[config.mk]
export PLATFORM = sky130hd
export DESIGN_NAME = pixel_out
export DESIGN_NICKNAME = d
export VERILOG_FILES = /design/src/reel_display_pkg.sv /design/src/pixel_out.sv
export SDC_FILE = /design/constraint.sdc
export NUM_CORES = 1
export LEC_CHECK = 0
export ABC_AREA = 1
export ABC_CLOCK_PERIOD_IN_PS = 1400
export BUFFER_PORTS_ARGS = -buffer_cell sky130_fd_sc_hd__buf_4
export CAP_MARGIN = 25
export CORE_AREA = 3 3 40 42
export CTS_BUF_LIST = sky130_fd_sc_hd__clkbuf_4 sky130_fd_sc_hd__clkbuf_8 sky130_fd_sc_hd__clkbuf_16
export CTS_CLUSTER_SIZE = 20
export DETAILED_ROUTE_END_ITERATION = 12
export DIE_AREA = 0 0 43 45
export GPL_ROUTABILITY_DRIVEN = 0
export SYNTH_ARGS = -nofsm -noshare
export SYNTH_HDL_FRONTEND = slang
export SYNTH_SLANG_ARGS = --single-unit
[constraint.sdc]
create_clock -name clk -period 1.4 [get_ports clk]
set_input_delay 0.14 -clock clk [delete_from_list [all_inputs] [get_ports clk]]
set_output_delay 0.14 -clock clk [all_outputs]
set_load 0.01 [all_outputs]
[src/reel_display_pkg.sv]
package reel_display_pkg;

    //////////////////////////////////////////////////////////////
    // Sprite geometry and screen layout
    //////////////////////////////////////////////////////////////
    localparam int num_sprites  = 7;
    localparam int sprite_size  = 64;
    localparam int pixel_scale  = 2;
    localparam int strip_height = num_sprites * sprite_size * pixel_scale;
    localparam int reel_width   = sprite_size * pixel_scale;

    localparam int reel_start_h [3] = '{190, 398, 606};
    localparam int reels_start_v      = 60;
    localparam int reel_window_height = 430;

    // Puts the middle of a sprite on the middle of the window
    localparam int centering_offset = reel_window_height / 2 - reel_width / 2;

    typedef logic [9:0]  offset_t;
    typedef logic [2:0]  sprite_idx_t;
    // Sprite index on top, then row and word column
    typedef logic [12:0] rom_addr_t;

    // Order of the sprites on each reel strip, top to bottom
    localparam sprite_idx_t reel_strip [3][num_sprites] = '{
        '{3'd0, 3'd1, 3'd2, 3'd3, 3'd4, 3'd5, 3'd6},
        '{3'd3, 3'd0, 3'd6, 3'd1, 3'd4, 3'd2, 3'd5},
        '{3'd2, 3'd5, 3'd1, 3'd6, 3'd3, 3'd0, 3'd4}
    };

    // Four pixels per ROM word, leftmost pixel in the top nibble
    typedef union packed {
        logic [15:0]      raw;
        logic [0:3][3:0]  slot;
    } sprite_word_t;

    // Pattern rule the sprite ROM is built from
    function automatic logic [2:0] sprite_color(
        input int unsigned s,
        input int unsigned y,
        input int unsigned x
    );
        return 3'(s + y + x);
    endfunction

endpackage

[src/pixel_out.sv]
`timescale 1ns/10ps

module pixel_out
    import reel_display_pkg::*;
(
    input  logic         clk,
    input  logic         reset_n,
    input  sprite_word_t rom_word,
    input  logic [1:0]   pixel_slot,
    input  logic         inside_reel,
    input  logic         active,
    output logic [2:0]   pixel_rgb
);

    logic [1:0] slot_q;
    logic       inside_q;
    logic       active_q;
    logic [2:0] color;

    // Line up slot and flags with the ROM data
    always_ff @(posedge clk) begin
        slot_q <= pixel_slot;
    end

    always_ff @(posedge clk, negedge reset_n) begin
        if (!reset_n) begin
            inside_q <= 1'b0;
            active_q <= 1'b0;
        end else begin
            inside_q <= inside_reel;
            active_q <= active;
        end
    end

    // Colour sits above the pad bit in each nibble
    assign color = rom_word.slot[slot_q][3:1];

    always_ff @(posedge clk, negedge reset_n) begin
        if (!reset_n) begin
            pixel_rgb <= 3'b000;
        end else begin
            pixel_rgb <= (inside_q && active_q) ? color : 3'b000;
        end
    end

    // Shown pixels come from a nibble with a clear pad bit
    assert property (@(posedge clk) disable iff (!reset_n)
        inside_q && active_q |-> rom_word.slot[slot_q][0] == 1'b0);

endmodule

**Word-level counts from Yosys, hierarchy flattened**

Index checks and enable logic that the tools add are counted.

- Flip-flop bits (word level): 7
- Bits of input ports: 22
- Output and inout bits: 3
- Word-level logic and storage cells: 11

- Order comparisons: 1
- Mux-type cells: 4
- Bitwise logic cells: 1
- Reductions and logical operators: 1

Operators with widths:

| cell | number |
|---|---|
| 4-bit binary-select mux with 2-bit select | 1 |
| 4-bit 2-to-1 mux | 2 |
| 3-bit greater-or-equal comparator (second input constant) | 1 |
| 3-bit 2-to-1 mux | 1 |
| 2-bit inverter with 3-bit output | 1 |
| 1-bit logical AND | 1 |

**Longest topological paths before layout**

- Depth after elaboration: 5
- Gate-level depth with buffers: 4
- Gate-level depth less buffers: 4

**Worst setup path before layout**

OpenSTA, ideal clock, no wires.

- Path type: flip-flop to flip-flop
- From: reg slot_q[0]
- To: reg pixel_rgb[1]
- Library setup time: 77 ps
- Arrival: 716 ps
- Required time: 1,323 ps
- Slack: 607 ps
- Stages on the path, launching flop included: 5
- Buffers on the path: 0
- Period minus slack after synthesis: 793 ps
- Path through: dfxtp_1 inv_2 nand2_1 nand3_1 a21oi_1

- Word-level cells in the longest chain between the ends: 5

Ends and longest elaborated chain:

| what | RTL line | RTL |
|---|---|---|
| start: declaration | pixel_out.sv:15 | `logic [1:0] slot_q;` |
| start signal: assignment | pixel_out.sv:22 | `slot_q <= pixel_slot;` |
| 2-bit inverter with 3-bit output (implied by the code) | pixel_out.sv:36 | `assign color = rom_word.slot[slot_q][3:1];` |
| 4-bit binary-select mux with 2-bit select | pixel_out.sv:36 |  |
| 4-bit 2-to-1 mux (implied by the code) (2 in series) | pixel_out.sv:36 |  |
| 3-bit 2-to-1 mux | pixel_out.sv:42 | `pixel_rgb <= (inside_q && active_q) ? color : 3'b000;` |
| end signal: assignment | pixel_out.sv:42 |  |
| end: declaration | pixel_out.sv:12 | `output logic [2:0] pixel_rgb` |

Every way passes these cells. The select of a mux whose other input is x is not followed.

**Worst setup path after layout**

Ends and elaborated chain as after synthesis.

==> flow_metrics.env <==
export IMPL_status="finished, final reports clean"
export IMPL_initial_core_util_pct=24.2
export IMPL_io_buffers=20
export IMPL_ys_seq_area_share_pct=53.0
export IMPL_routedWlPerCell_um=7.74
export IMPL_clock_latency_ns=0.25
export IMPL_place_hpwl_um=526
export IMPL_rsz0062_at_grt="false"
export IMPL_endpoint_kind="flip-flop"
export IMPL_criticalPathCategory="reg2reg"
export IMPL_synth_ff_type="dfrtp_1"
export IMPL_yosys_warnings=0
export IMPL_drcViolationCount=0
export IMPL_hold_violations=0
export IMPL_worstPathArrival_ns=1.10
export IMPL_gr_total_overflow=0
export IMPL_final_util_pct=43.6
export IMPL_synth_seq_cells=7
export IMPL_drive_gt1_share_pct=34.7
export IMPL_coreArea_um2=1280
export IMPL_diodes=0
export IMPL_hold_class="in2async"
export IMPL_p_leak_uw=0.000336
export IMPL_drtAntennaViolNets=0
export IMPL_area_growth_pct=79.9
export IMPL_synth_common_cells="inv_1 (13), nand2_1 (13), nand3_1 (6)"
export IMPL_max_slew_margin_rel_pct=83.2
export IMPL_dieArea_um2=1940
export IMPL_place_ws_ns=0.475
export IMPL_async_flop_share_pct=71.4
export IMPL_io_pins=25
export IMPL_grt_pass1_wl_um=1090
export IMPL_fin_nets=95
export IMPL_drt_total_wl_um=673
export IMPL_finalCritPeriodShare_pct=66.4
export IMPL_synth_top_area_share_pct=40.2
export IMPL_maxCapViolations=0
export IMPL_die_w_um=43
export IMPL_via_per_inst=3.91
export IMPL_die_y_um=45
export IMPL_tritoncts="yes"
export IMPL_cts_htree_levels=1
export IMPL_yosysUniqueCellTypes=7
export IMPL_setup_tns_final_ns=0
export IMPL_finalSetupViolations=0
export IMPL_synth_edf_count=0
export IMPL_antenna_found_initial=0
export IMPL_drt_iter0_markers=4
export IMPL_worstSetupStartpointType="flip-flop"
export IMPL_yosysTopAreaCell="dfrtp_1"
export IMPL_cts_buffer_depth=2
export IMPL_power_density_nw_per_um2=901
export IMPL_ir_drop_v=0.000409
export IMPL_worst_r2r_cell_count=4
export IMPL_root_buffer="clkbuf_4"
export IMPL_synth_fp_nets=65
export IMPL_clock_skew_ns=0.00110
export IMPL_dr_pass1_iters=2
export IMPL_finalNonFillerCells=87
export IMPL_synth_top_cells_by_area="dfrtp_1 (40%), inv_1 (16%), nand2_1 (16%)"
export IMPL_syn_inst=43
export IMPL_clkSlewWorstSetupHoldPaths_ns=0.05
export IMPL_track_usage_pct=8.14
export IMPL_synth_area_per_cell_um2=7.25
export IMPL_worstMarginPinSlew_ns=0.251
export IMPL_cts_sinks=7
export IMPL_worst_slack_ns=0.471
export IMPL_num_fill_cells=130
export IMPL_fin_crit_ns=0.929
export IMPL_worstPathRequired_ns=1.57
export IMPL_rows=13
export IMPL_drv_slew=0
export IMPL_synth_cell_area_um2=312
export IMPL_cp_max_fo=7
export IMPL_grt_max_degree=8
export IMPL_clock_fmax_ghz=1.08
export IMPL_cts_buffers=3
export IMPL_dp_cells=78
export IMPL_grt_pass1_vias=291
export IMPL_vias=340
-- routing by layer --
layer | track usage, % | wire length [µm] | up-vias
li1 | - | - | 181
met4 | 7.23 | 12 | 0
met5 | 0 | 0 | -
met2 | 12.3 | 316 | 16
met3 | 4.78 | 92 | 2
met1 | 7.88 | 251 | 141
-- worst max-delay path, stage by stage (launching register included) --
cell and delay, ns:
dfxtp_1 0.45, inv_2 0.10, nand2_1 0.07, nand3_1 0.06, a21oi_1 0.15
-- cell families after synthesis --
group,after synthesis,synth area share (%)
flip-flops,7,53.0
buffers and inverters,14,16.9
AND/OR/NAND/NOR,19,25.3
AO/OA/AOI/OAI,3,4.82
-- path summary, 6_finish.rpt --
kind	startpoint	end	slack, ns
worst max-delay path	slot_q[0]$_DFF_P_	pixel_rgb[1]$_DFF_PN0_	0.47
worst min-delay path	reset_n	inside_q$_DFF_PN0_	0.22
min in group clk	rom_word[15]	pixel_rgb[2]$_DFF_PN0_	0.24
max in group asynchronous	reset_n	pixel_rgb[0]$_DFF_PN0_	1.07
worst min register to register	slot_q[1]$_DFF_P_	pixel_rgb[1]$_DFF_PN0_	0.52
worst max register to register	slot_q[0]$_DFF_P_	pixel_rgb[1]$_DFF_PN0_	0.47
-- cell usage in the layout, fill, tap and decap left out --
master          n
a21oi_1         3
buf_4          20
clkbuf_4        4
dfrtp_1         5
dfxtp_1         2
dlygate4sd3_1   5
inv_1          13
inv_2           1
nand2_1        13
nand3_1         6
-- layout make-up --
class	instances	area (µm²)	share of cell area, %
flip-flops and latches	7	165	29.5
inverters	14	52.6	9.37
clock buffers	4	30.0	5.36
repair buffers	25	200	35.7
well taps	15	18.8	3.35
multi-input cells	22	93.8	16.7
-- registers in the layout, summed over array words and instances, names as in the netlist --
name and flops:
active_q 1, slot_q 2, pixel_rgb 3, inside_q 1
-- report_power, final --
group / internal (µW) / switching (µW) / leakage [µW]
Clock: 128 / 74.1 / 0.0000184
Sequential: 212 / 6.12 / 0.0000806
Combinational: 55.2 / 29.9 / 0.000237
Total: 395 / 110 / 0.000336
-- per-stage QoR --
| step | total power (µW) | cell area (µm²) | hold WS (ns) |
|---|---|---|---|
| 3_3_place_gp | 297 | 480 | -0.0580 |
| 3_5_place_dp | 297 | 480 | -0.0577 |
| 2_1_floorplan | 248 | 312 | -0.156 |
| 5_1_grt | 541 | 561 | 0.224 |
| 6_report | 505 | 561 | 0.223 |
| 4_1_cts | 511 | 561 | 0.222 |
-- what timing repair did --
| item | 4_1_cts | 5_1_grt |
|---|---|---|
| setup buffers | 0 | 0 |
| resized for setup | 0 | 0 |
| endpoints found under the hold margin | 9 | 0 |
| hold buffers | 5 | 0 |
Note: power is estimated with default switching activity, not from simulation.
