[src/reel_display_pkg.sv]
package reel_display_pkg;

    //////////////////////////////////////////////////////////////
    // Sprite geometry and screen layout
    //////////////////////////////////////////////////////////////
    localparam int num_sprites  = 7;
    localparam int sprite_size  = 64;
    localparam int pixel_scale  = 2;
    localparam int strip_height = num_sprites * sprite_size * pixel_scale;
    localparam int reel_width   = sprite_size * pixel_scale;

    localparam int reel_start_h [3] = '{190, 398, 606};
    localparam int reels_start_v      = 60;
    localparam int reel_window_height = 430;

    // Puts the middle of a sprite on the middle of the window
    localparam int centering_offset = reel_window_height / 2 - reel_width / 2;

    typedef logic [9:0]  offset_t;
    typedef logic [2:0]  sprite_idx_t;
    // Sprite index on top, then row and word column
    typedef logic [12:0] rom_addr_t;

    // Order of the sprites on each reel strip, top to bottom
    localparam sprite_idx_t reel_strip [3][num_sprites] = '{
        '{3'd0, 3'd1, 3'd2, 3'd3, 3'd4, 3'd5, 3'd6},
        '{3'd3, 3'd0, 3'd6, 3'd1, 3'd4, 3'd2, 3'd5},
        '{3'd2, 3'd5, 3'd1, 3'd6, 3'd3, 3'd0, 3'd4}
    };

    // Four pixels per ROM word, leftmost pixel in the top nibble
    typedef union packed {
        logic [15:0]      raw;
        logic [0:3][3:0]  slot;
    } sprite_word_t;

    // Pattern rule the sprite ROM is built from
    function automatic logic [2:0] sprite_color(
        input int unsigned s,
        input int unsigned y,
        input int unsigned x
    );
        return 3'(s + y + x);
    endfunction

endpackage

[src/reel_scan_addr.sv]
`timescale 1ns/10ps

module reel_scan_addr
    import reel_display_pkg::*;
(
    input  logic        clk,
    input  logic        reset_n,
    input  logic [10:0] hcount,
    input  logic [9:0]  vcount,
    input  logic        active_video,
    input  offset_t     reel_offset [3],
    output rom_addr_t   rom_addr,
    output logic [1:0]  pixel_slot,
    output logic        inside_reel,
    output logic        active
);

    logic        in_window_v;
    logic        hit;
    logic [1:0]  reel_sel;
    logic [10:0] line_sum;
    offset_t     reel_line;
    logic [10:0] col_full;
    logic [5:0]  row;
    logic [5:0]  col;
    sprite_idx_t sprite;

    ////////////////////////////////////////////////////////////
    // Which reel window holds the beam
    ////////////////////////////////////////////////////////////
    assign in_window_v = (vcount >= reels_start_v) &&
                         (vcount < reels_start_v + reel_window_height);

    always_comb begin
        hit      = 1'b0;
        reel_sel = 2'd0;
        for (int r = 2; r >= 0; r--) begin
            if (in_window_v && hcount >= reel_start_h[r] &&
                hcount < reel_start_h[r] + reel_width) begin
                hit      = 1'b1;
                reel_sel = 2'(r);
            end
        end
    end

    // Strip line, then sprite, row and column within it
    always_comb begin
        line_sum  = '0;
        reel_line = '0;
        col_full  = '0;
        sprite    = '0;
        if (hit) begin
            line_sum = 11'(vcount) - 11'(reels_start_v) + 11'(reel_offset[reel_sel]);
            if (line_sum >= 11'(strip_height)) begin
                line_sum = line_sum - 11'(strip_height);
            end
            reel_line = offset_t'(line_sum);
            sprite    = reel_strip[reel_sel][reel_line[9:7]];
            col_full  = hcount - 11'(reel_start_h[reel_sel]);
        end
        row = 6'(reel_line[6:0] / pixel_scale);
        col = 6'(col_full / pixel_scale);
    end

    always_ff @(posedge clk) begin
        rom_addr   <= {sprite, row, col[5:2]};
        pixel_slot <= col[1:0];
    end

    always_ff @(posedge clk, negedge reset_n) begin
        if (!reset_n) begin
            inside_reel <= 1'b0;
            active      <= 1'b0;
        end else begin
            inside_reel <= hit;
            active      <= active_video;
        end
    end

    // Every reel hit addresses a sprite that exists in the ROM
    assert property (@(posedge clk) disable iff (!reset_n)
        inside_reel |-> rom_addr[12:10] < num_sprites);

endmodule

[config.mk]
export PLATFORM = sky130hd
export DESIGN_NAME = reel_scan_addr
export DESIGN_NICKNAME = d
export VERILOG_FILES = /design/src/reel_display_pkg.sv /design/src/reel_scan_addr.sv
export SDC_FILE = /design/constraint.sdc
export NUM_CORES = 1
export LEC_CHECK = 0
export ABC_CLOCK_PERIOD_IN_PS = 800
export BUFFER_PORTS_ARGS = -buffer_cell sky130_fd_sc_hd__buf_2
export CAP_MARGIN = 10
export CORE_MARGIN = 5
export CORE_UTILIZATION = 50
export DETAILED_ROUTE_END_ITERATION = 12
export PLACE_DENSITY = 0.9
export SLEW_MARGIN = 5
export SYNTH_ARGS = -nofsm -noshare
export SYNTH_HDL_FRONTEND = slang
export SYNTH_SLANG_ARGS = --single-unit
[constraint.sdc]
create_clock -name clk -period 0.8 [get_ports clk]
set_input_delay 0.08 -clock clk [delete_from_list [all_inputs] [get_ports clk]]
set_output_delay 0.08 -clock clk [all_outputs]
set_load 0.01 [all_outputs]
==> results of run 1 <==
## what timing repair did
| action | 4_1_cts |
|---|---|
| setup buffers | 50 |
| pin swaps | 34 |
| endpoints found under the setup margin | 19 |
| resized for setup | 70 |
| hold endpoints to repair | 3 |
| hold buffers | 2 |
## metrics by stage
step | utilization [%] | cells | setup slack, ns | instance area [um^2] | setup TNS (ns)
after floorplan | - | 255 | -4.13 | 2110 | -29.76
after global placement | 82.0 | 447 | -3.93 | 3050 | -33.12
after detailed placement | 82.0 | 447 | -4.38 | 3050 | -37.94
after CTS | 97.3 | 478 | -3.87 | 3620 | -31.35
## logic make-up after synthesis
kind of cell / share of synthesized area, %
xor+xnor: 4.52
compound gates: 28.4
buf+inv: 6.59
flops: 18.1
fa+ha+maj: 19.1
other cells: 0.388
mux: 0.517
simple gates: 22.4
==> results.sh, run 1 <==
export IMPL_status="aborted with a tool error"
export IMPL_stop_stage="global routing"
export IMPL_stop_error="[ERROR DPL-0038] Utilization greater than 100%, impossible to legalize"
export IMPL_synth_flop_cell="dfxtp_1"
export IMPL_yosys_area_top_type_share_pct=18.1
export IMPL_grt_max_degree=11
export IMPL_synthMostInstantiatedCell="nand2_1"
export IMPL_clock_root_buffer="clkbuf_8"
export IMPL_synthCells=253
export IMPL_gp_congestion=0.908
export IMPL_start_util_pct=52.1
export IMPL_port_buffers=70
export IMPL_async_reset_ff_share_pct=11.8
export IMPL_syn_area_per_cell_um2=7.66
export IMPL_synth_seq_cells=17
export IMPL_ys_top_cells_by_area="ha_1 18%, dfxtp_1 16%, a21oi_1 6.7%"
export IMPL_die_height_um=72.2
export IMPL_synthDistinctLibCells=54
export IMPL_clk_path_buf_depth=2
export IMPL_synth_top_cells_by_count="29 x nand2_1, 28 x ha_1, 26 x a21oi_1"
export IMPL_numCtsBuffers=3
export IMPL_syn_cell_area_um2=1940
export IMPL_yosysWarnings=0
export IMPL_num_io_pins=71
export IMPL_dp_hpwl_um=6410
export IMPL_cts_sinks=17
export IMPL_synth_edff_count=0
export IMPL_htreeDepth=1
export IMPL_ys_seq_area_share_pct=18.1
export IMPL_yosysTopAreaCell="ha_1"
export IMPL_fp_row_count=22
export IMPL_dieWidth_um=72.2
==> run 2: changes to the inputs <==
--- a/config.mk
+++ b/config.mk
@@ -9,9 +9,9 @@
 export BUFFER_PORTS_ARGS = -buffer_cell sky130_fd_sc_hd__buf_2
 export CAP_MARGIN = 10
 export CORE_MARGIN = 5
-export CORE_UTILIZATION = 50
+export CORE_UTILIZATION = 37
 export DETAILED_ROUTE_END_ITERATION = 12
-export PLACE_DENSITY = 0.9
+export PLACE_DENSITY_LB_ADDON = 0.15
 export SLEW_MARGIN = 5
 export SYNTH_ARGS = -nofsm -noshare
 export SYNTH_HDL_FRONTEND = slang
==> run 2 against run 1 <==
Against the previous run: the flow now finishes, with violations (negative setup slack); area after synthesis unchanged; synthesized cell count unchanged.
==> results.sh, run 2 <==
export IMPL_status="finished, violations left"
export IMPL_violations="negative setup slack"
export IMPL_swShare_pct=39.1
export IMPL_grt_pass1_wl_um=11200
export IMPL_drt_iter0_drc=109
export IMPL_cts_tree="yes"
export IMPL_fp_row_count=26
export IMPL_dpl_worst_slack_ns=-4.07
export IMPL_synth_seq_cells=17
export IMPL_layout_common_cells="94 x buf_4, 66 x buf_2, 23 x nand2_1"
export IMPL_area_growth_pct=100
export IMPL_wl_per_cell_um=15.3
export IMPL_die_area_um2=6780
export IMPL_pwr_share_comb_pct=76.6
export IMPL_cp_arrival_ns=4.71
export IMPL_async_reset_ff_share_pct=11.8
export IMPL_grt_max_degree=11
export IMPL_start_kind="primary input"
export IMPL_path_clk_slew_ns=0.06
export IMPL_finalCriticalPeriod_ns=4.59
export IMPL_dpl_cell_area_um2=3150
export IMPL_avgViaCountPerCell=5.18
export IMPL_worst_setup_path_type="primary input to flip-flop"
export IMPL_timing_final_crit_share_pct=573
export IMPL_maxCapViolations=0
export IMPL_yosysWarnings=0
export IMPL_required_ns=0.92
export IMPL_path_max_fanout=7
export IMPL_antenna_left=0
export IMPL_dieWidth_um=82.4
export IMPL_drive_gt1_share_pct=60.3
export IMPL_largest_register="rom_addr"
export IMPL_synth_flop_cell="dfxtp_1"
export IMPL_setup_violations_final=18
export IMPL_max_vdd_ir_drop_mv=1.25
export IMPL_largest_reg_flops=13
export IMPL_via_count=2623
export IMPL_synthCells=253
export IMPL_core_um2=5110
export IMPL_hold_class="primary input to async pin"
export IMPL_p_leak_nw=1.89
export IMPL_antenna_found_initial=0
export IMPL_grt_pass1_vias=2549
export IMPL_groute_usage_overall_pct=20.7
export IMPL_ys_seq_area_share_pct=18.1
export IMPL_die_height_um=82.4
export IMPL_reg_top3="rom_addr: 13 flops, pixel_slot: 2 flops"
export IMPL_dp_hpwl_um=5030
export IMPL_synth_edff_count=0
export IMPL_synth_top_cells_by_count="29 x nand2_1, 28 x ha_1, 26 x a21oi_1"
export IMPL_p_sw_mw=2.58
export IMPL_antenna_cells=0
export IMPL_yosys_area_top_type_share_pct=18.1
export IMPL_p_total_mw=6.60
export IMPL_hold_viol_final=0
export IMPL_clock_root_buffer="clkbuf_8"
export IMPL_cts_sinks=17
export IMPL_ys_top_cells_by_area="ha_1 18%, dfxtp_1 16%, a21oi_1 6.7%"
export IMPL_rsz0062_at_grt="true"
export IMPL_dp_cells=478
export IMPL_htreeDepth=1
export IMPL_start_util_pct=37.9
export IMPL_slew_viol_final=0
export IMPL_syn_cell_area_um2=1940
export IMPL_gr_total_overflow=0
export IMPL_numCtsBuffers=3
export IMPL_synthMostInstantiatedCell="nand2_1"
export IMPL_layout_nets=520
export IMPL_num_io_pins=71
export IMPL_final_area_um2=3880
export IMPL_routed_wl_um=7760
export IMPL_syn_area_per_cell_um2=7.66
export IMPL_final_common_cell="buf_4"
export IMPL_yosysTopAreaCell="ha_1"
export IMPL_layout_setup_ws_ns=-3.79
export IMPL_crit_path_end_kind="flip-flop"
export IMPL_p_int_mw=4.02
export IMPL_clk_path_buf_depth=2
export IMPL_dr_pass1_iters=4
export IMPL_fmax_mhz=218
export IMPL_finalNonFillerCells=506
export IMPL_drc_errors=0
export IMPL_pwr_density_cell_nw_per_um2=1700
export IMPL_pwr_share_clk_pct=9.2
export IMPL_synthDistinctLibCells=54
export IMPL_holdWs_ns=0.161
export IMPL_power_frac_seq_pct=14.2
export IMPL_port_buffers=70
export IMPL_gp_congestion=0.897
[run 2: cell counts after synthesis]
No cell type changed its count.
[run 2: power groups by stage]
| stage | clock network (mW) | logic [mW] | registers [mW] |
|---|---|---|---|
| floorplan | 0 | 2.09 | 0.996 |
| global placement | 0 | 3.71 | 0.952 |
| detailed placement | 0 | 3.73 | 0.953 |
| CTS | 0.627 | 4.20 | 0.935 |
| global route | 0.665 | 5.41 | 0.942 |
| finish | 0.609 | 5.06 | 0.937 |
[run 2: path summary, 6_finish.rpt]
kind                            from       endpoint  slack [ns]
max in group asynchronous    reset_n    inside_reel        0.54
setup / recovery           vcount[2]   rom_addr[10]       -3.79
hold / removal               reset_n         active        0.16
min in group clk           hcount[1]  pixel_slot[1]        0.32
[run 2: cell type report]
cell class	instances	area, um^2
Clock inverter	1	5.00
Inverter	24	103
Sequential cell	17	353
Multi-Input combinational cell	206	1940
Fill cell	344	1230
Timing Repair Buffer	185	1350
Clock buffer	3	41.3
Tap cell	70	87.6
[run 2: critical path, cell delays in order]
cell and delay, ns:
buf_2 0.11, nand4_1 0.09, a211oi_1 0.19, o21ai_0 0.22, buf_4 0.21, or2_4 0.28, inv_4 0.08, nand2_2 0.05
a31oi_1 0.18, ha_1 0.30, ha_4 0.19, fa_2 0.40, a211o_1 0.29, a21o_1 0.17, a21oi_2 0.16, xor2_2 0.19
inv_2 0.07, buf_4 0.14, buf_4 0.12, buf_4 0.12, buf_4 0.12, buf_4 0.12, buf_4 0.12, a21oi_1 0.12
a31oi_1 0.06, buf_4 0.17, a2111oi_4 0.26, a311oi_1 0.08
[run 2: stage by stage]
step	setup TNS (ns)	utilization, %
6_report	-30.99	75.9
5_1_grt	-32.44	75.9
4_1_cts	-29.31	69.7
3_5_place_dp	-34.65	61.7
3_3_place_gp	-33.64	61.7
2_1_floorplan	-29.76	-
[run 2: repair_timing]
| item | CTS | global route |
|---|---|---|
| setup buffers | 15 | 11 |
| endpoints found under the setup margin | 18 | 20 |
| hold buffers | 2 | 0 |
| endpoints found under the hold margin | 3 | 0 |
| resized for setup | 39 | 56 |
| cloned | 1 | 0 |
| pin swaps | 36 | 41 |
[run 2: routing by layer]
metal | GRT usage [%] | routed length, um | vias up | share of wire (%)
li1 | - | - | 1290 | -
met5 | 0 | 0 | - | 0
met3 | 1.08 | 320 | 10 | 4.1
met2 | 40.8 | 4210 | 84 | 54
met4 | 3.99 | 95 | 0 | 1.2
met1 | 24.3 | 3130 | 1239 | 40
[run 2: kinds of logic (layout without fill, tap and decap cells)]
logic type / count (synthesis) / count (layout) / share of synthesized area (%)
AO/OA/AOI/OAI: 80 / 80 / 28.4
XOR/XNOR: 10 / 10 / 4.52
adder cells (fa/ha/maj): 29 / 29 / 19.1
buffers and inverters: 32 / 213 / 6.59
flip-flops: 17 / 17 / 18.1
multiplexers: 1 / 1 / 0.517
other: 2 / 4 / 0.388
AND/OR/NAND/NOR: 82 / 82 / 22.4
Power figures use the tool's default switching activity.
==> run 3: changes to the inputs <==
--- a/config.mk
+++ b/config.mk
@@ -8,10 +8,10 @@
 export ABC_CLOCK_PERIOD_IN_PS = 800
 export BUFFER_PORTS_ARGS = -buffer_cell sky130_fd_sc_hd__buf_2
 export CAP_MARGIN = 10
-export CORE_MARGIN = 5
 export CORE_UTILIZATION = 37
 export DETAILED_ROUTE_END_ITERATION = 12
-export PLACE_DENSITY_LB_ADDON = 0.15
+export HOLD_SLACK_MARGIN = 0.08
+export PLACE_DENSITY = 0.6
 export SLEW_MARGIN = 5
 export SYNTH_ARGS = -nofsm -noshare
 export SYNTH_HDL_FRONTEND = slang
==> run 3 against run 2 <==
Against the previous run: the run still ends with negative setup slack left; critical path depth is 4 lower; setup slack worse by 0.072 ns; utilization is 3.3 points higher; largest power group unchanged; non-clock buffer count is 2 higher; design area is 0.29% lower; via count is 0.88% lower; flip-flop and latch count stayed put; total power is 1.6% lower; sequential share of layout area hardly changed; combinational power is 2% lower.
==> results.sh, run 3 (synthesized netlist as in run 2, its figures left out) <==
export IMPL_layout_common_cells="96 x buf_4, 68 x buf_2, 26 x nand2_1"
export IMPL_path_clk_slew_ns=0.06
export IMPL_dp_cells=474
export IMPL_status="finished, violations left"
export IMPL_drc_errors=0
export IMPL_fillCellCount=316
export IMPL_dieWidth_um=74.4
export IMPL_largest_register="rom_addr"
export IMPL_via_count=2600
export IMPL_layout_setup_ws_ns=-3.86
export IMPL_setup_violations_final=17
export IMPL_cts_tree="yes"
export IMPL_max_vdd_ir_drop_mv=1.16
export IMPL_drive_gt1_share_pct=59.4
export IMPL_hold_class="primary input to async pin"
export IMPL_dpl_cell_area_um2=3170
export IMPL_drt_iter0_drc=129
export IMPL_timing_final_crit_share_pct=582
export IMPL_gp_congestion=0.852
export IMPL_slew_viol_final=0
export IMPL_holdWs_ns=0.151
export IMPL_p_leak_nw=1.90
export IMPL_crit_top_cell="a21oi_2"
export IMPL_area_growth_pct=99.6
export IMPL_use_met2_pct=46.9
export IMPL_maxCapViolations=0
export IMPL_crit_path_end_kind="flip-flop"
export IMPL_antenna_cells=0
export IMPL_groute_usage_overall_pct=24.2
export IMPL_hold_viol_final=0
export IMPL_crit_slowest_cell="a2111oi_4"
export IMPL_required_ns=0.92
export IMPL_cts_sinks=17
export IMPL_cpPeakStageDelay_ns=0.41
export IMPL_busiest_layer="met2"
export IMPL_die_area_um2=5530
export IMPL_final_area_um2=3870
export IMPL_final_core_util_pct=79.2
export IMPL_grt_max_degree=11
export IMPL_die_height_um=74.4
export IMPL_grtUsageMet3_pct=1.63
export IMPL_start_util_pct=39.7
export IMPL_largest_reg_flops=13
export IMPL_gr_total_overflow=0
export IMPL_worst_setup_path_type="primary input to flip-flop"
export IMPL_htreeDepth=1
export IMPL_fp_row_count=25
export IMPL_routed_wl_um=7230
export IMPL_violations="negative setup slack"
export IMPL_grt_pass1_wl_um=10700
export IMPL_clock_root_buffer="clkbuf_8"
export IMPL_avgViaCountPerCell=5.15
export IMPL_crit_chain="buf_8, ha_4, a2111oi_4, a31oi_2, or2_4, inv_4, buf_12, nand2_4, a21oi_2, a21oi_2, ha_1, inv_2, fa_2, a211o_1, a21o_1, a21oi_2, xor2_2, inv_2, ha_4, or3b_4, and3b_4, or3_4, a2111oi_4, a311oi_1"
export IMPL_finalNonFillerCells=505
export IMPL_num_io_pins=71
export IMPL_dr_pass1_iters=4
export IMPL_antenna_left=0
export IMPL_numCtsBuffers=3
export IMPL_pwr_density_cell_nw_per_um2=1680
export IMPL_rsz0062_at_grt="true"
export IMPL_grt_pass1_vias=2488
export IMPL_port_buffers=70
export IMPL_tns_ns=-31.84
export IMPL_reg_top3="rom_addr: 13 flops, pixel_slot: 2 flops"
export IMPL_dp_hpwl_um=5030
export IMPL_grtUsageMet1_pct=29.3
export IMPL_core_um2=4880
export IMPL_clk_path_buf_depth=2
export IMPL_finalCriticalPeriod_ns=4.66
export IMPL_antenna_found_initial=0
export IMPL_path_max_fanout=5
export IMPL_final_common_cell="buf_4"
export IMPL_start_kind="primary input"
export IMPL_fmax_mhz=215
export IMPL_layout_nets=522
export IMPL_wl_per_cell_um=14.3
export IMPL_cp_arrival_ns=4.78
## run 3: per-layer routing
metal	vias up	part of all wire, %
li1	1293	-
met3	14	3.1
met1	1211	42
met5	-	0
met2	82	53
met4	0	2.0
## run 3: worst max-delay path, delay by kind of cell
family	cells	cell delay (ns)
simple gates	5	1.33
xor+xnor	1	0.10
buf+inv	5	0.45
fa+ha+maj	4	0.98
compound gates	9	1.81
## run 3: power breakdown
group	internal [mW]	switching (mW)	leakage [nW]
Combinational	2.66	2.31	1.73
Clock	0.343	0.253	0.0255
Sequential	0.923	0.0160	0.148
Total	3.92	2.57	1.90
## run 3: timing repair
| action | in CTS | in global routing |
|---|---|---|
| endpoints found under the setup margin | 18 | 19 |
| hold buffers | 2 | 0 |
| gates resized for setup | 53 | 34 |
| pin swaps | 25 | 23 |
| setup buffers | 14 | 12 |
| hold endpoints to repair | 3 | 0 |
| cloned | 1 | 0 |
## run 3: metrics by stage
| stage | setup WS [ns] | power (mW) |
|---|---|---|
| final | -3.86 | 6.50 |
| after global routing | -3.98 | 6.93 |
| after CTS | -3.75 | 5.84 |
| after detailed placement | -4.13 | 4.71 |
| after global placement | -3.99 | 4.64 |
| after floorplan | -4.13 | 3.09 |
## run 3: final cells by class
cell class | instances | area, um^2 | area share [%]
flip-flops and latches | 17 | 352 | 9.09
repair buffers | 187 | 1370 | 35.4
clock inverters | 1 | 5.00 | 0.129
well taps | 67 | 83.8 | 2.17
multi-input cells | 206 | 1920 | 49.6
clock buffers | 3 | 41.3 | 1.07
inverters | 24 | 100 | 2.59
## run 3: how the worst max path moves through the flow
stage | start | endpoint | slack, ns | cells past startpoint
2_1_floorplan | hcount[1] | rom_addr[10] | -4.13 | 24
3_3_place_gp | hcount[1] | rom_addr[10] | -3.99 | 22
3_5_place_dp | hcount[1] | rom_addr[11] | -4.13 | 23
4_1_cts | hcount[1] | rom_addr[10] | -3.75 | 24
5_1_grt | hcount[1] | rom_addr[10] | -3.98 | 26
6_report | hcount[1] | rom_addr[10] | -3.86 | 24
