--- src/reel_display_pkg.sv ---
package reel_display_pkg;

    //////////////////////////////////////////////////////////////
    // Sprite geometry and screen layout
    //////////////////////////////////////////////////////////////
    localparam int num_sprites  = 7;
    localparam int sprite_size  = 64;
    localparam int pixel_scale  = 2;
    localparam int strip_height = num_sprites * sprite_size * pixel_scale;
    localparam int reel_width   = sprite_size * pixel_scale;

    localparam int reel_start_h [3] = '{190, 398, 606};
    localparam int reels_start_v      = 60;
    localparam int reel_window_height = 430;

    // Puts the middle of a sprite on the middle of the window
    localparam int centering_offset = reel_window_height / 2 - reel_width / 2;

    typedef logic [9:0]  offset_t;
    typedef logic [2:0]  sprite_idx_t;
    // Sprite index on top, then row and word column
    typedef logic [12:0] rom_addr_t;

    // Order of the sprites on each reel strip, top to bottom
    localparam sprite_idx_t reel_strip [3][num_sprites] = '{
        '{3'd0, 3'd1, 3'd2, 3'd3, 3'd4, 3'd5, 3'd6},
        '{3'd3, 3'd0, 3'd6, 3'd1, 3'd4, 3'd2, 3'd5},
        '{3'd2, 3'd5, 3'd1, 3'd6, 3'd3, 3'd0, 3'd4}
    };

    // Four pixels per ROM word, leftmost pixel in the top nibble
    typedef union packed {
        logic [15:0]      raw;
        logic [0:3][3:0]  slot;
    } sprite_word_t;

    // Pattern rule the sprite ROM is built from
    function automatic logic [2:0] sprite_color(
        input int unsigned s,
        input int unsigned y,
        input int unsigned x
    );
        return 3'(s + y + x);
    endfunction

endpackage

--- src/reel_spin_pkg.sv ---
package reel_spin_pkg;

    typedef enum logic [2:0] {
        idle,
        spin_all,
        stop_reel1,
        stop_reel2,
        stop_reel3,
        finished
    } spin_state_t;

    //////////////////////////////////////////////////////////////
    // Reel motion per frame
    //////////////////////////////////////////////////////////////
    localparam int fast_step = 24;
    localparam int slow_step = 12;

    // Full turns each reel makes before it may stop
    localparam logic [1:0] spin_turns [3] = '{2'd3, 2'd2, 2'd2};

    //////////////////////////////////////////////////////////////
    // State LED codes
    //////////////////////////////////////////////////////////////
    localparam logic [2:0] led_idle       = 3'b000;
    localparam logic [2:0] led_spin_all   = 3'b100;
    localparam logic [2:0] led_stop_reel1 = 3'b101;
    localparam logic [2:0] led_stop_reel2 = 3'b001;
    localparam logic [2:0] led_stop_reel3 = 3'b110;
    localparam logic [2:0] led_finished   = 3'b111;

endpackage

--- src/reel_spin_ctrl.sv ---
`timescale 1ns/10ps

module reel_spin_ctrl
    import reel_display_pkg::*;
    import reel_spin_pkg::*;
(
    input  logic        clk,
    input  logic        reset_n,
    input  logic        vsync,
    input  logic        start_spin,
    input  sprite_idx_t final1_sprite,
    input  sprite_idx_t final2_sprite,
    input  sprite_idx_t final3_sprite,
    output offset_t     reel_offset [3],
    output logic        done,
    output logic [2:0]  state_led
);

    logic        vsync_q;
    logic        frame_tick;
    logic        spin_req;
    spin_state_t state;
    spin_state_t next_state;
    logic [1:0]  turns [3];
    logic [1:0]  next_turns [3];
    offset_t     next_offset [3];
    sprite_idx_t final_sprite [3];
    offset_t     end_offset [3];

    function automatic logic [2:0] led_for(input spin_state_t s);
        case (s)
            spin_all:   return led_spin_all;
            stop_reel1: return led_stop_reel1;
            stop_reel2: return led_stop_reel2;
            stop_reel3: return led_stop_reel3;
            finished:   return led_finished;
            default:    return led_idle;
        endcase
    endfunction

    // Strip line that centres sprite s of reel r in the window
    function automatic offset_t ending_for(input int r, input sprite_idx_t s);
        logic [10:0] lines;
        lines = '0;
        for (int p = 0; p < num_sprites; p++) begin
            if (reel_strip[r][p] == s) begin
                lines = 11'(p * reel_width);
            end
        end
        lines = lines + 11'(strip_height - centering_offset);
        if (lines >= 11'(strip_height)) begin
            lines = lines - 11'(strip_height);
        end
        return offset_t'(lines);
    endfunction

    ////////////////////////////////////////////////////////////
    // Frame tick on the falling edge of vsync
    ////////////////////////////////////////////////////////////
    always_ff @(posedge clk, negedge reset_n) begin
        if (!reset_n) begin
            vsync_q    <= 1'b0;
            frame_tick <= 1'b0;
        end else begin
            vsync_q    <= vsync;
            frame_tick <= vsync_q && !vsync;
        end
    end

    // Final sprites only follow the inputs before the spin
    always_ff @(posedge clk) begin
        if (state == idle && start_spin) begin
            final_sprite[0] <= final1_sprite;
            final_sprite[1] <= final2_sprite;
            final_sprite[2] <= final3_sprite;
        end
    end

    always_comb begin
        for (int r = 0; r < 3; r++) begin
            end_offset[r] = ending_for(r, final_sprite[r]);
        end
    end

    ////////////////////////////////////////////////////////////
    // Next offsets and state
    ////////////////////////////////////////////////////////////
    always_comb begin
        int          stage;
        logic [10:0] sum;
        logic [10:0] gap;
        // Reels below the stage creep to a stop while the others spin
        stage      = int'(state) - 1;
        next_state = state;
        sum        = '0;
        gap        = '0;
        for (int r = 0; r < 3; r++) begin
            next_offset[r] = reel_offset[r];
            next_turns[r]  = turns[r];
            if (state != idle && stage <= r) begin
                sum = 11'(reel_offset[r]) + 11'(fast_step);
                if (sum >= 11'(strip_height)) begin
                    next_offset[r] = offset_t'(sum - 11'(strip_height));
                    if (turns[r] != 2'd0) begin
                        next_turns[r] = turns[r] - 2'd1;
                    end else if (stage == r) begin
                        next_state = spin_state_t'(state + 3'd1);
                    end
                end else begin
                    next_offset[r] = offset_t'(sum);
                end
            end else if (state != idle) begin
                if (end_offset[r] >= reel_offset[r]) begin
                    gap = 11'(end_offset[r]) - 11'(reel_offset[r]);
                end else begin
                    gap = 11'(end_offset[r]) + 11'(strip_height) - 11'(reel_offset[r]);
                end
                if (gap <= 11'(slow_step)) begin
                    next_offset[r] = end_offset[r];
                end else begin
                    sum = 11'(reel_offset[r]) + 11'(slow_step);
                    if (sum >= 11'(strip_height)) begin
                        sum = sum - 11'(strip_height);
                    end
                    next_offset[r] = offset_t'(sum);
                end
            end
        end
        if (state == idle && spin_req) begin
            next_state = spin_all;
            for (int r = 0; r < 3; r++) begin
                next_turns[r] = spin_turns[r];
            end
        end
        if (state == stop_reel3 && reel_offset[2] == end_offset[2]) begin
            next_state = finished;
        end
    end

    always_ff @(posedge clk, negedge reset_n) begin
        if (!reset_n) begin
            state     <= idle;
            spin_req  <= 1'b0;
            state_led <= led_idle;
            for (int r = 0; r < 3; r++) begin
                reel_offset[r] <= '0;
                turns[r]       <= '0;
            end
        end else begin
            if (state == idle && start_spin) begin
                spin_req <= 1'b1;
            end else if (state != idle) begin
                spin_req <= 1'b0;
            end
            if (frame_tick) begin
                state     <= next_state;
                state_led <= led_for(next_state);
                for (int r = 0; r < 3; r++) begin
                    reel_offset[r] <= next_offset[r];
                    turns[r]       <= next_turns[r];
                end
            end
        end
    end

    assign done = (state == finished);

    for (genvar r = 0; r < 3; r++) begin : g_offset_range
        assert property (@(posedge clk) disable iff (!reset_n)
            reel_offset[r] < strip_height);
    end

    // The FSM only ever moves one stage forward
    assert property (@(posedge clk) disable iff (!reset_n)
        state != $past(state) |-> state == spin_state_t'($past(state) + 3'd1));

endmodule

--- config.mk ---
export PLATFORM = sky130hd
export DESIGN_NAME = reel_spin_ctrl
export DESIGN_NICKNAME = d
export VERILOG_FILES = /design/src/reel_display_pkg.sv /design/src/reel_spin_pkg.sv /design/src/reel_spin_ctrl.sv
export SDC_FILE = /design/constraint.sdc
export NUM_CORES = 1
export LEC_CHECK = 0
export ABC_AREA = 0
export BUFFER_PORTS_ARGS = -buffer_cell sky130_fd_sc_hd__buf_2
export CAP_MARGIN = 10
export CORE_ASPECT_RATIO = 0.6
export CORE_MARGIN = 1
export CORE_UTILIZATION = 45
export CTS_BUF_LIST = sky130_fd_sc_hd__clkbuf_4
export CTS_CLUSTER_DIAMETER = 60
export DETAILED_ROUTE_END_ITERATION = 7
export HOLD_SLACK_MARGIN = 0.05
export PLACE_DENSITY = 0.67
export SETUP_SLACK_MARGIN = 0.3
export SYNTH_ARGS = -nofsm -noshare
export SYNTH_HDL_FRONTEND = slang
export SYNTH_SLANG_ARGS = --single-unit
export TNS_END_PERCENT = 50
--- constraint.sdc ---
create_clock -name clk -period 11.2 [get_ports clk]
set_input_delay 3.36 -clock clk [delete_from_list [all_inputs] [get_ports clk]]
set_output_delay 3.36 -clock clk [all_outputs]
set_load 0.03 [all_outputs]
* Word-level counts from Yosys, hierarchy flattened *
Memory sizes are Yosys's and may differ from the RTL's.
Cells that the tools add are included.

storage, ports and cells
  register bits after elaboration = 45
  memories kept = 1
  bits in writable memories = 9
  bits of input ports = 13
  output and inout bits = 34
  word-level logic and storage cells = 197

memory list
  memory        words  width  rd ports  clocked after Yosys merged registers in  write ports  line                  RTL
  final_sprite  3      3      3         0                                        3            reel_spin_ctrl.sv:27  sprite_idx_t final_sprite [3];

operators by class
  multiplexer cells = 74
  add/subtract/negate cells = 32
  order comparisons = 18
  reductions and logical operators = 35
  equality and inequality tests = 26

operators by type and width
  kind                    number
  $mux 11                 24
  $mux 10                 18
  $ge 11x10->1 const B    9
  $sub 10x10->10 const B  9
  $mux 3                  14
  $add 10x10->11 const B  3
  $add 10x4->11 const B   3
  $add 10x5->11 const B   3
  $add 11x10->11 const B  3
  $le 11x4->1 const B     3
  $sub 10x10->11          3
  $sub 11x10->11          3
  $logic_not 32->1        1
  $reduce_bool 2->1       16
  $ge 10x10->1            3
  $eq 3x3->1 const A      9
  $mux 8                  3
  $mux 2                  9
  $pmux 3 s5              1
  $eq 2x3->1 const A      4
  $eq 3x3->1 const B      4
  $reduce_and 4->1        3
  $eq 10x10->1            1
  $eq 1x3->1 const A      3
  17 further kinds        33

* Depth between registers and ports, before layout *
Gate-level depths: netlist of the first run.
An unclocked memory read counts as a cell.

  word-level depth = 20
  mapped depth = 23
  mapped depth without buffers = 21

* Worst setup path after synthesis of the first run *
Ideal clock, no wire load.

  kind = reg2out
  start = register state[2]
  end = output port done
  arrival = 1.216 ns
  data required time = 7.840 ns
  path buffers = 2
  setup slack = 6.624 ns
  cell stages (with the launch flop) = 4
  path through = dfrtp_1 clkbuf_1 buf_1 and2_1

between the ends
  word-level cells in the longest chain between the ends = 1

ends and longest elaborated chain
  item                    line                   RTL
  start, declared         reel_spin_ctrl.sv:22   spin_state_t state;
  start signal, assigned  reel_spin_ctrl.sv:142  state <= idle;
  start signal, assigned  reel_spin_ctrl.sv:156  state <= next_state;
  $eq 3x3->1              reel_spin_ctrl.sv:166  assign done = (state == finished);
  end, declared           reel_spin_ctrl.sv:15   output logic done,

Every way passes these cells.

* Final worst setup path of the first run *
  start = register state[1]
  end = output port done

Same word-level chain as after synthesis.

==> metrics.txt, run 1 <==
CTS tree done; Vias/cell 5.91; area of all placed cells without fillers 6990 sq um; Leak 3.15 nW; max cap viols 0; DR WL met3 1.24 mm; CP max stage delay 0.57 ns; main combinational cell family by area after synthesis compound AO/OA/AOI/OAI gates; DRT met1 WL 9.46 mm; worst r2r src final_sprite[0][3]; CP max stage cell dfrtp_1; DRC viols 0; DR WL/cell 16.2 microns; clock root cell clkbuf_4; Synth Register Bits 51; CTS hold repair buffers 0; max-slew violations 0; synth unique cells 75; ys async rst share 0.824; CTS clock-pin slew for the worst setup and hold paths 0.17 ns; H-tree depth 2; # nets final 964; required time worst endpoint 7.84 ns; Core Region 14000 sq um; post-synthesis xor/xnor area fraction 0.0585; Synth Area in Adders 0.188; antenna-violating nets left 0; Final Wtd Congestion 0.896; Pwr Density 247 nW/um^2; fin crit period 5.02 ns; Num CTS Buffers 5; Setup violations, final 0; number of synthesized flops with an enable pin 9; Critical Path Sink Type output pin; Yosys warnings 0; Die Wd 158 microns; Die Y 95.7 microns; top layer in use met4; clock tree sinks 51; largest net degree at the start of global routing 43; Initial Util 0.472; antenna violations before repair 0; Hold Startpoint vsync_q; worst-path maximum fanout 12; worst slew pin tran 1.05 ns; number of core rows 33; cells along the critical path inv_1 > ha_1 > and2_1 > buf_2; Compound-Gate Fraction of Synth Area 0.250; Port Buffers 43; vias in the first global route 5334; fmax 199 MHz; initial DRC count 529; DR vias 6185; grt ovf 0; share of cells above drive strength 1 0.0807; met2 wire length 6.22 mm; Final Worst Setup Slack 6.18 ns; worst rel slew slack 0.296; post-synthesis simple-gate area fraction 0.204; post-synthesis mux area share 0.0277; full die area 15100 sq um; worst skew pair latency 0.39 ns; synthesized area 6590 sq um; clk_skew 0.0217 ns; final number of hold-violating endpoints 0; Hold Crit Class register to register; postcts setup bufs 0; leading register cell type out of synthesis dfrtp_1; syn_area_per_cell 7.87 sq um; Fillers 1407; IO Count 47; gr usage total 0.232; global-route wire length before repair 27.8 mm; cts repair resizes 0; Worst EP arrival 1.66 ns; CP Class register to output pin; Tcrit/Tclk final 0.449; Clock Path Buffers 2; setup TNS 0 ns; CP startpoint state[1]; overall routed net length 17.0 mm; DP Wirelength 13.2 mm; sequential fraction of the synthesis area 0.201; ANT cells 0; cells after synthesis 837; RSZ-0062 raised after global routing false; drt first pass iters 5; Placed Area 6910 sq um; pre-CTS setup slack 6.31 ns; status complete, no violations; maximum vdd ir drop 0.133 mV; Area growth syn-to-layout 6.08%; crit path launch type register
==> logic make-up after synthesis <==
kind of cell               after synthesis
and+or+nand+nor                        263
AOI/OAI and AO/OA                      245
buffers and inverters                  119
adders and majority gates               97
DFF                                     51
xor gates and xnor gates                44
muxes                                   17
other                                    1
==> registers in the layout, indices dropped and copies added, names as in the netlist <==
| signal | flops |
|---|---|
| reel_offset | 27 |
| vsync_q | 1 |
| spin_req | 1 |
| final_sprite | 9 |
| state_led | 3 |
| state | 3 |
| frame_tick | 1 |
| turns | 6 |
==> synth_stat cells (5+ instances only) <==
cell type / n / area share
or2_2: 5 / 0.0047
o21a_1: 9 / 0.010
nor2_1: 58 / 0.033
mux2i_1: 10 / 0.015
a31oi_1: 20 / 0.019
nor2b_1: 19 / 0.018
nor4_1: 7 / 0.0066
nand3_1: 31 / 0.024
a21boi_0: 5 / 0.0057
dfrtp_1: 42 / 0.16
o21ai_0: 53 / 0.040
inv_1: 83 / 0.047
nand2b_1: 10 / 0.0095
o211ai_1: 8 / 0.0091
xnor2_1: 31 / 0.041
a21oi_1: 48 / 0.036
or3_1: 5 / 0.0047
mux2_2: 6 / 0.010
and2_1: 10 / 0.0095
o2111ai_1: 5 / 0.0066
nand2_1: 60 / 0.034
and3_1: 6 / 0.0057
o21bai_1: 5 / 0.0057
a221oi_1: 5 / 0.0066
ha_1: 94 / 0.18
a21o_1: 12 / 0.014
clkbuf_1: 29 / 0.017
nor3_1: 19 / 0.014
xor2_1: 13 / 0.017
or4_1: 6 / 0.0068
edfxtp_1: 9 / 0.041
nand4_1: 7 / 0.0066
o22ai_1: 10 / 0.0095
a311oi_1: 5 / 0.0066
a32oi_1: 7 / 0.0093
==> layout make-up <==
type | count | area [sq um] | area share
tap | 192 | 240 | 0.0344
clock inverter | 3 | 46.3 | 0.00662
inverter | 83 | 312 | 0.0446
multi-input combinational | 669 | 4810 | 0.688
clock buffer | 5 | 37.5 | 0.00537
sequential | 51 | 1320 | 0.189
timing repair buffer | 44 | 223 | 0.0319
==> report_power, final <==
group	switching [mW]	total [mW]	leakage, nW	internal, mW
clock network	0.0652	0.113	0.0418	0.0478
logic	0.732	1.23	2.51	0.495
registers	0.147	0.386	0.595	0.238
==> cell usage in the layout, fill, tap and decap left out, types with 7 or more instances in the layout <==
cell,n
mux2i_1,10
nor3_1,19
nor2_1,58
a32oi_1,7
o21a_1,9
nor4_1,7
o211ai_1,8
o21ai_0,53
o22ai_1,10
ha_1,94
edfxtp_1,9
xnor2_1,31
nand2_1,60
and2_1,10
inv_1,83
nand2b_1,10
nand3_1,31
nor2b_1,19
buf_2,43
a21o_1,12
dfrtp_1,42
nand4_1,7
a21oi_1,48
xor2_1,13
a31oi_1,20
==> worst paths after layout <==
check	end	slack [ns]	cells past startpoint
worst max-delay path	done	6.18	4
worst min-delay path	frame_tick	0.49	1
worst max register to register	reel_offset[12]	6.26	20
worst min register to register	frame_tick	0.49	1
max in group asynchronous	reel_offset[29]	7.78	2
min in group asynchronous	vsync_q	3.00	2
==> critical path, delay by kind of cell (launching register included) <==
kind	cells	cell delay, ns
DFF	1	0.57
adders and majority gates	1	0.21
buffers and inverters	2	0.36
and+or+nand+nor	1	0.13
==> metrics by stage <==
step / std cells / power [mW] / util / hold slack [ns]
after floorplan: 839 / 1.30 / - / 0.439
after detailed placement: 1039 / 1.59 / 0.495 / 0.456
final: 1047 / 1.73 / 0.501 / 0.485
after CTS: 1047 / 1.71 / 0.501 / 0.493
after global placement: 1039 / 1.58 / 0.495 / 0.446
after global routing: 1047 / 1.90 / 0.501 / 0.513
==> layer usage <==
layer	up-vias	track usage
met2	214	0.301
met5	-	0
met1	2871	0.386
met3	10	0.0441
li1	3090	-
met4	0	0.0248
No activity file was read; power rests on OpenSTA's default activity.
==> run 2, diff against run 1 <==
--- a/config.mk
+++ b/config.mk
@@ -15,7 +15,7 @@
 export CTS_CLUSTER_DIAMETER = 60
 export DETAILED_ROUTE_END_ITERATION = 7
 export HOLD_SLACK_MARGIN = 0.05
-export PLACE_DENSITY = 0.67
+export PLACE_DENSITY = 0.7
 export SETUP_SLACK_MARGIN = 0.3
 export SYNTH_ARGS = -nofsm -noshare
 export SYNTH_HDL_FRONTEND = slang
==> constraint.sdc (replaced) <==
create_clock -name clk -period 4.5 [get_ports clk]
set_input_delay 1.35 -clock clk [delete_from_list [all_inputs] [get_ports clk]]
set_output_delay 1.35 -clock clk [all_outputs]
set_load 0.03 [all_outputs]
==> run 2 against run 1 <==
Flip-flop and latch count stayed put. Critical path type is now register to register. Sequential power is 130% higher. Cell area is 7.7% higher. Largest cell class unchanged. Non-clock buffer count is 38 higher. Die area stayed put. Register-to-register slack worse by 6.1 ns. Largest power group unchanged. Highest routed layer unchanged.
==> metrics.txt, run 2 (synthesis gave the netlist of run 1 again) <==
commonest non-fill, non-tap cell in the layout ha_1; Die Wd 158 microns (unchanged); Critical Path Sink Type register; DR vias 6503 (+5.1%); CP max stage delay 0.51 ns (-0.06 ns); status complete, no violations; Final Wtd Congestion 0.854 (-4.7%); worst-path maximum fanout 5 (-7); Largest register FFs 27 (unchanged); CP delay by family, top simple AND/OR/NAND/NOR gates; cells along the critical path nand3_2 > o21ai_4 > ha_4 > xnor2_2 > nor3b_1 > a21oi_1 > o21ai_1 > o21ai_1 > inv_2 > ha_4 > inv_2 > ha_4 > nor4_4 > a21oi_1 > or4_1 > or4_4 > a221o_2 > nor2b_4 > mux2_2; largest registers reel_offset (27), final_sprite (9), turns (6); Pwr Density 625 nW/um^2 (+150%); overall routed net length 18.2 mm (+7.3%); initial DRC count 805 (+52%); share of cells above drive strength 1 0.164 (+0.0837); DR WL/cell 16.8 microns (+3.4%); required time worst endpoint 4.79 ns (-3.05 ns); met2 wire length 6.72 mm (+8.0%); Area growth syn-to-layout 14.3%; Crit path buffers/inverters 2 (unchanged); Die Y 95.7 microns (unchanged); DRT met1 WL 9.61 mm (+1.6%); # nets final 1003 (+4.0%); DRC viols 0 (unchanged); max-slew violations 0 (unchanged); clock share of power 0.061 (-0.004); Largest Register reel_offset; worst rel slew slack 0.326 (+0.0303); H-tree depth 2 (unchanged); setup TNS 0 ns (unchanged); most frequent cells in the layout 85 x ha_1, 77 x inv_1, 58 x nand2_1; gr usage total 0.247 (+0.0154); drt first pass iters 5 (unchanged); vias in the first global route 5591 (+4.8%); largest net degree at the start of global routing 43 (unchanged); DR WL met3 1.82 mm (+47%); maximum vdd ir drop 0.398 mV (+200%); Tcrit/Tclk final 0.961; global-route wire length before repair 29.5 mm (+6.4%); Initial Util 0.472 (unchanged); number of core rows 33 (unchanged); crit path launch type register; Port Buffers 43 (unchanged); worst skew pair latency 0.40 ns (about the same); CTS clock-pin slew for the worst setup and hold paths 0.16 ns (about the same); top layer in use met4; final number of hold-violating endpoints 0 (unchanged); RSZ-0062 raised after global routing true; fin crit period 4.33 ns; clock root cell clkbuf_4; grt ovf 0 (unchanged); CP Class register to register; fmax 231 MHz; switching power 2.52 mW (+170%); Internal Pwr Total 2.18 mW (+180%); full die area 15100 sq um (unchanged); Num CTS Buffers 5 (unchanged); Setup violations, final 0 (unchanged); antenna-violating nets left 0 (unchanged); Hold Crit Class register to register; DP Wirelength 13.7 mm (+3.2%); clk_skew 0.0208 ns (-0.000935 ns); clock tree sinks 51 (unchanged); worst slew pin tran 1.01 ns (-0.0453 ns); IO Count 47 (unchanged); antenna violations before repair 0 (unchanged); CTS tree done; Core Region 14000 sq um (unchanged); Clock Path Buffers 2 (unchanged); Leak 3.36 nW (+7.0%); share of total power in combinational logic 0.755 (+0.044); ANT cells 0 (unchanged); CP max stage cell edfxtp_1; Vias/cell 5.99 (+1.4%); sequential fraction of design power 0.185 (-0.038); sw frac 0.536 (-0.0114); max cap viols 0 (unchanged); cell mode on critical path ha_4; Final Util 0.540 (+0.0387); Worst EP arrival 4.61 ns (+2.95 ns)
==> run 2: cell types whose count changed in the layout (fill, tap and decap cells not counted), moves of 5 or more <==
cell	before	now
buf_4	1	38
inv_2	0	6
inv_1	83	77
o21ai_1	0	5
ha_4	0	6
ha_1	94	85
o21ai_0	53	45
==> run 2: final timing paths <==
| check | start | slack (ns) | to | cells past startpoint |
|---|---|---|---|---|
| max | final_sprite[0][4] | 0.17 | reel_offset[12] | 19 |
| min | vsync_q | 0.48 | frame_tick | 1 |
| max reg2reg | final_sprite[0][4] | 0.17 | reel_offset[12] | 19 |
| min reg2reg | vsync_q | 0.48 | frame_tick | 1 |
| max in group asynchronous | reset_n | 2.79 | reel_offset[16] | 1 |
| min in group asynchronous | reset_n | 1.10 | spin_req | 1 |
==> run 2: power by group through the flow <==
stage,Combinational [mW],Sequential (mW),Clock [mW]
final,3.55,0.869,0.285
after CTS,3.37,0.861,0.293
after global placement,3.14,0.873,0
after global routing,3.92,0.898,0.309
after floorplan,2.29,0.969,0
after detailed placement,3.19,0.872,0
==> run 2: what timing repair did <==
item                                    CTS  global route
endpoints found under the setup margin   20            29
pin swaps                                12            10
setup buffers                            15             6
gates resized for setup                  24            22
hold buffers                              0             0
gates cloned                              1             0
==> run 2: through the flow <==
step	instances	hold WS, ns	worst slack (ns)	cell area, sq um	total power [mW]
floorplan	839	0.439	0.304	6630	3.25
global placement	1056	0.448	0.109	7070	4.02
detailed placement	1056	0.454	-0.0452	7070	4.06
CTS	1080	0.486	0.244	7400	4.53
global route	1086	0.509	-0.0435	7530	5.12
finish	1086	0.480	0.175	7530	4.71
==> run 2: per-layer routing <==
layer,global-route usage,vias to the layer above
li1,-,3161
met1,0.420,3030
met2,0.317,304
met3,0.0383,8
met4,0.0313,0
met5,0,-
==> run 2: final cells by class <==
type,count,area (sq um)
Fill cell,1361,6430
Multi-Input combinational cell,670,5050
Sequential cell,51,1320
Timing Repair Buffer,82,520
Inverter,83,312
Tap cell,192,240
Clock buffer,7,52.6
Clock inverter,1,30.0
==> run 3, diff against run 2 <==
--- a/config.mk
+++ b/config.mk
@@ -16,8 +16,8 @@
 export DETAILED_ROUTE_END_ITERATION = 7
 export HOLD_SLACK_MARGIN = 0.05
 export PLACE_DENSITY = 0.7
-export SETUP_SLACK_MARGIN = 0.3
+export SETUP_SLACK_MARGIN = 0.2
 export SYNTH_ARGS = -nofsm -noshare
 export SYNTH_HDL_FRONTEND = slang
 export SYNTH_SLANG_ARGS = --single-unit
-export TNS_END_PERCENT = 50
+export TNS_END_PERCENT = 30
==> run 3 against run 2 <==
Routed wire length is 3.7% lower. Core utilization is 0.13 points lower. Largest cell class unchanged. Clock power is 24% lower. Sequential power is 2.3% higher. Critical path depth is 2 higher. Flip-flop and latch count stayed put.
==> metrics.txt, run 3 (synthesis gave the netlist of run 1 again) <==
cell mode on critical path ha_4; ANT cells 0 (unchanged); r2r setup slk 0.13 ns (-0.04 ns); Placed Area 7070 sq um (about the same); CP delay by family, top compound AO/OA/AOI/OAI gates; CP max stage cell a221o_2; Hold Crit Class register to register; H-tree depth 2 (unchanged); Largest Register reel_offset; commonest non-fill, non-tap cell in the layout ha_1; Critical Path Sink Type register; crit path launch type register; DRC viols 0 (unchanged); global-route wire length before repair 27.8 mm (-5.9%); status complete, no violations; Post-Layout Cell Count 1085 (-0.092%); worst rel slew slack 0.163 (-0.163); Clock Path Buffers 2 (unchanged); Initial Util 0.472 (unchanged); worst-path maximum fanout 6 (+1); largest net degree at the start of global routing 43 (unchanged); Worst EP arrival 4.70 ns (+0.09 ns); worst slew pin tran 1.24 ns (+0.231 ns); Num CTS Buffers 5 (unchanged); DP Wirelength 13.1 mm (-4.2%); Vias/cell 5.86 (-2.2%); initial DRC count 677 (-16%); DP Cell Count 1060 (+0.38%); number of core rows 33 (unchanged); max-slew violations 0 (unchanged); maximum vdd ir drop 0.321 mV (-19%); most frequent cells in the layout 85 x ha_1, 79 x inv_1, 59 x nand2_1; CTS hold repair buffers 0 (unchanged); cells along the critical path inv_2 > nand3_2 > o21ai_4 > ha_4 > xnor2_4 > nor3b_2 > a21oi_1 > o21ai_1 > o21ai_1 > inv_1 > ha_4 > inv_2 > ha_4 > nor4_4 > a21oi_1 > or4_1 > or4_1 > a221o_2 > buf_6 > a31oi_2 > o21a_1; Final Wtd Congestion 0.914 (+7.0%); Leak 3.35 nW (-0.38%); grt ovf 0 (unchanged); full die area 15100 sq um (unchanged); Largest register FFs 27 (unchanged); overall routed net length 17.5 mm (-3.7%); clock root cell clkbuf_4; Pwr Density 609 nW/um^2 (-2.5%); antenna violations before repair 0 (unchanged); area of all placed cells without fillers 7510 sq um (-0.25%); final number of hold-violating endpoints 0 (unchanged); CP max stage delay 0.49 ns (-0.02 ns); share of cells above drive strength 1 0.162 (-0.00206); Area growth syn-to-layout 14.0%; CP Class register to register; IO Count 47 (unchanged); fmax 229 MHz (-1.0%); Setup violations, final 0 (unchanged); DR WL/cell 16.2 microns (-3.6%); drt first pass iters 5 (unchanged); Fillers 1364 (+0.22%); DR vias 6357 (-2.2%); gr usage total 0.232 (-0.0149); RSZ-0062 raised after global routing true; worst skew pair latency 0.38 ns (-0.02 ns); # nets final 1002 (-0.10%); clk_skew 0.0104 ns (-0.0104 ns); Crit path buffers/inverters 4 (+2); Tcrit/Tclk final 0.971 (+0.00969); Die Y 95.7 microns (unchanged); Port Buffers 43 (unchanged); CTS clock-pin slew for the worst setup and hold paths 0.15 ns (about the same); clock tree sinks 51 (unchanged); largest registers reel_offset (27), final_sprite (9), turns (6); fin crit period 4.37 ns (+0.0436 ns); antenna-violating nets left 0 (unchanged); required time worst endpoint 4.83 ns (+0.04 ns); max cap viols 0 (unchanged); vias in the first global route 5343 (-4.4%); CTS tree done; Die Wd 158 microns (unchanged); Core Region 14000 sq um (unchanged)
-- run 3: changes by cell type in the layout (fill, tap and decap cells not counted), sizes merged --
cell / before / now
a221o: 3 / 2
buf: 82 / 81
bufinv: 1 / 0
clkbuf: 7 / 6
clkinv: 0 / 2
o22ai: 11 / 12
-- run 3: final timing paths --
kind | start | end | depth (start not counted)
worst max-delay path | final_sprite[0][3] | reel_offset[15] | 21
worst min-delay path | vsync_q | frame_tick | 1
worst max register to register | final_sprite[0][3] | reel_offset[15] | 21
worst min register to register | vsync_q | frame_tick | 1
max in group asynchronous | reset_n | reel_offset[19] | 1
min in group asynchronous | reset_n | reel_offset[0] | 1
-- run 3: what timing repair did --
item                       in CTS  in global routing
setup endpoints to repair      15                 28
pin swaps                       4                 23
buffers inserted                5                 11
cloned                          0                  1
resized for setup              13                 37
-- run 3: per-layer routing --
metal	track usage	wire length, microns	vias up
met1	0.399	9590	2994
met5	0	0	-
met4	0.0264	65	0
li1	-	-	3144
met2	0.292	6620	210
met3	0.0374	1260	9
-- run 3: final cells by class --
class	count	area, sq um	area share
inverters	83	312	0.0415
clock inverters	2	8.76	0.00117
well taps	192	240	0.0320
flip-flops and latches	51	1320	0.176
clock buffers	6	45.0	0.00600
multi-input cells	670	5080	0.676
repair buffers	81	504	0.0671
-- run 3: stage by stage --
step	util	hold WS (ns)	worst slack (ns)	setup TNS (ns)	total power, mW
5_1_grt	0.538	0.528	0.000167	0	4.99
2_1_floorplan	-	0.439	0.235	0	3.23
3_5_place_dp	0.507	0.462	-0.0895	-0.114	4.02
3_3_place_gp	0.507	0.454	0.114	0	3.98
4_1_cts	0.518	0.495	0.202	0	4.33
6_report	0.538	0.492	0.131	0	4.58
-- run 3: power by group --
group | switching [mW] | internal, mW | leakage, nW | total [mW]
clock | 0.150 | 0.0651 | 0.0331 | 0.216
combinational | 2.03 | 1.44 | 2.72 | 3.47
sequential | 0.295 | 0.594 | 0.595 | 0.889
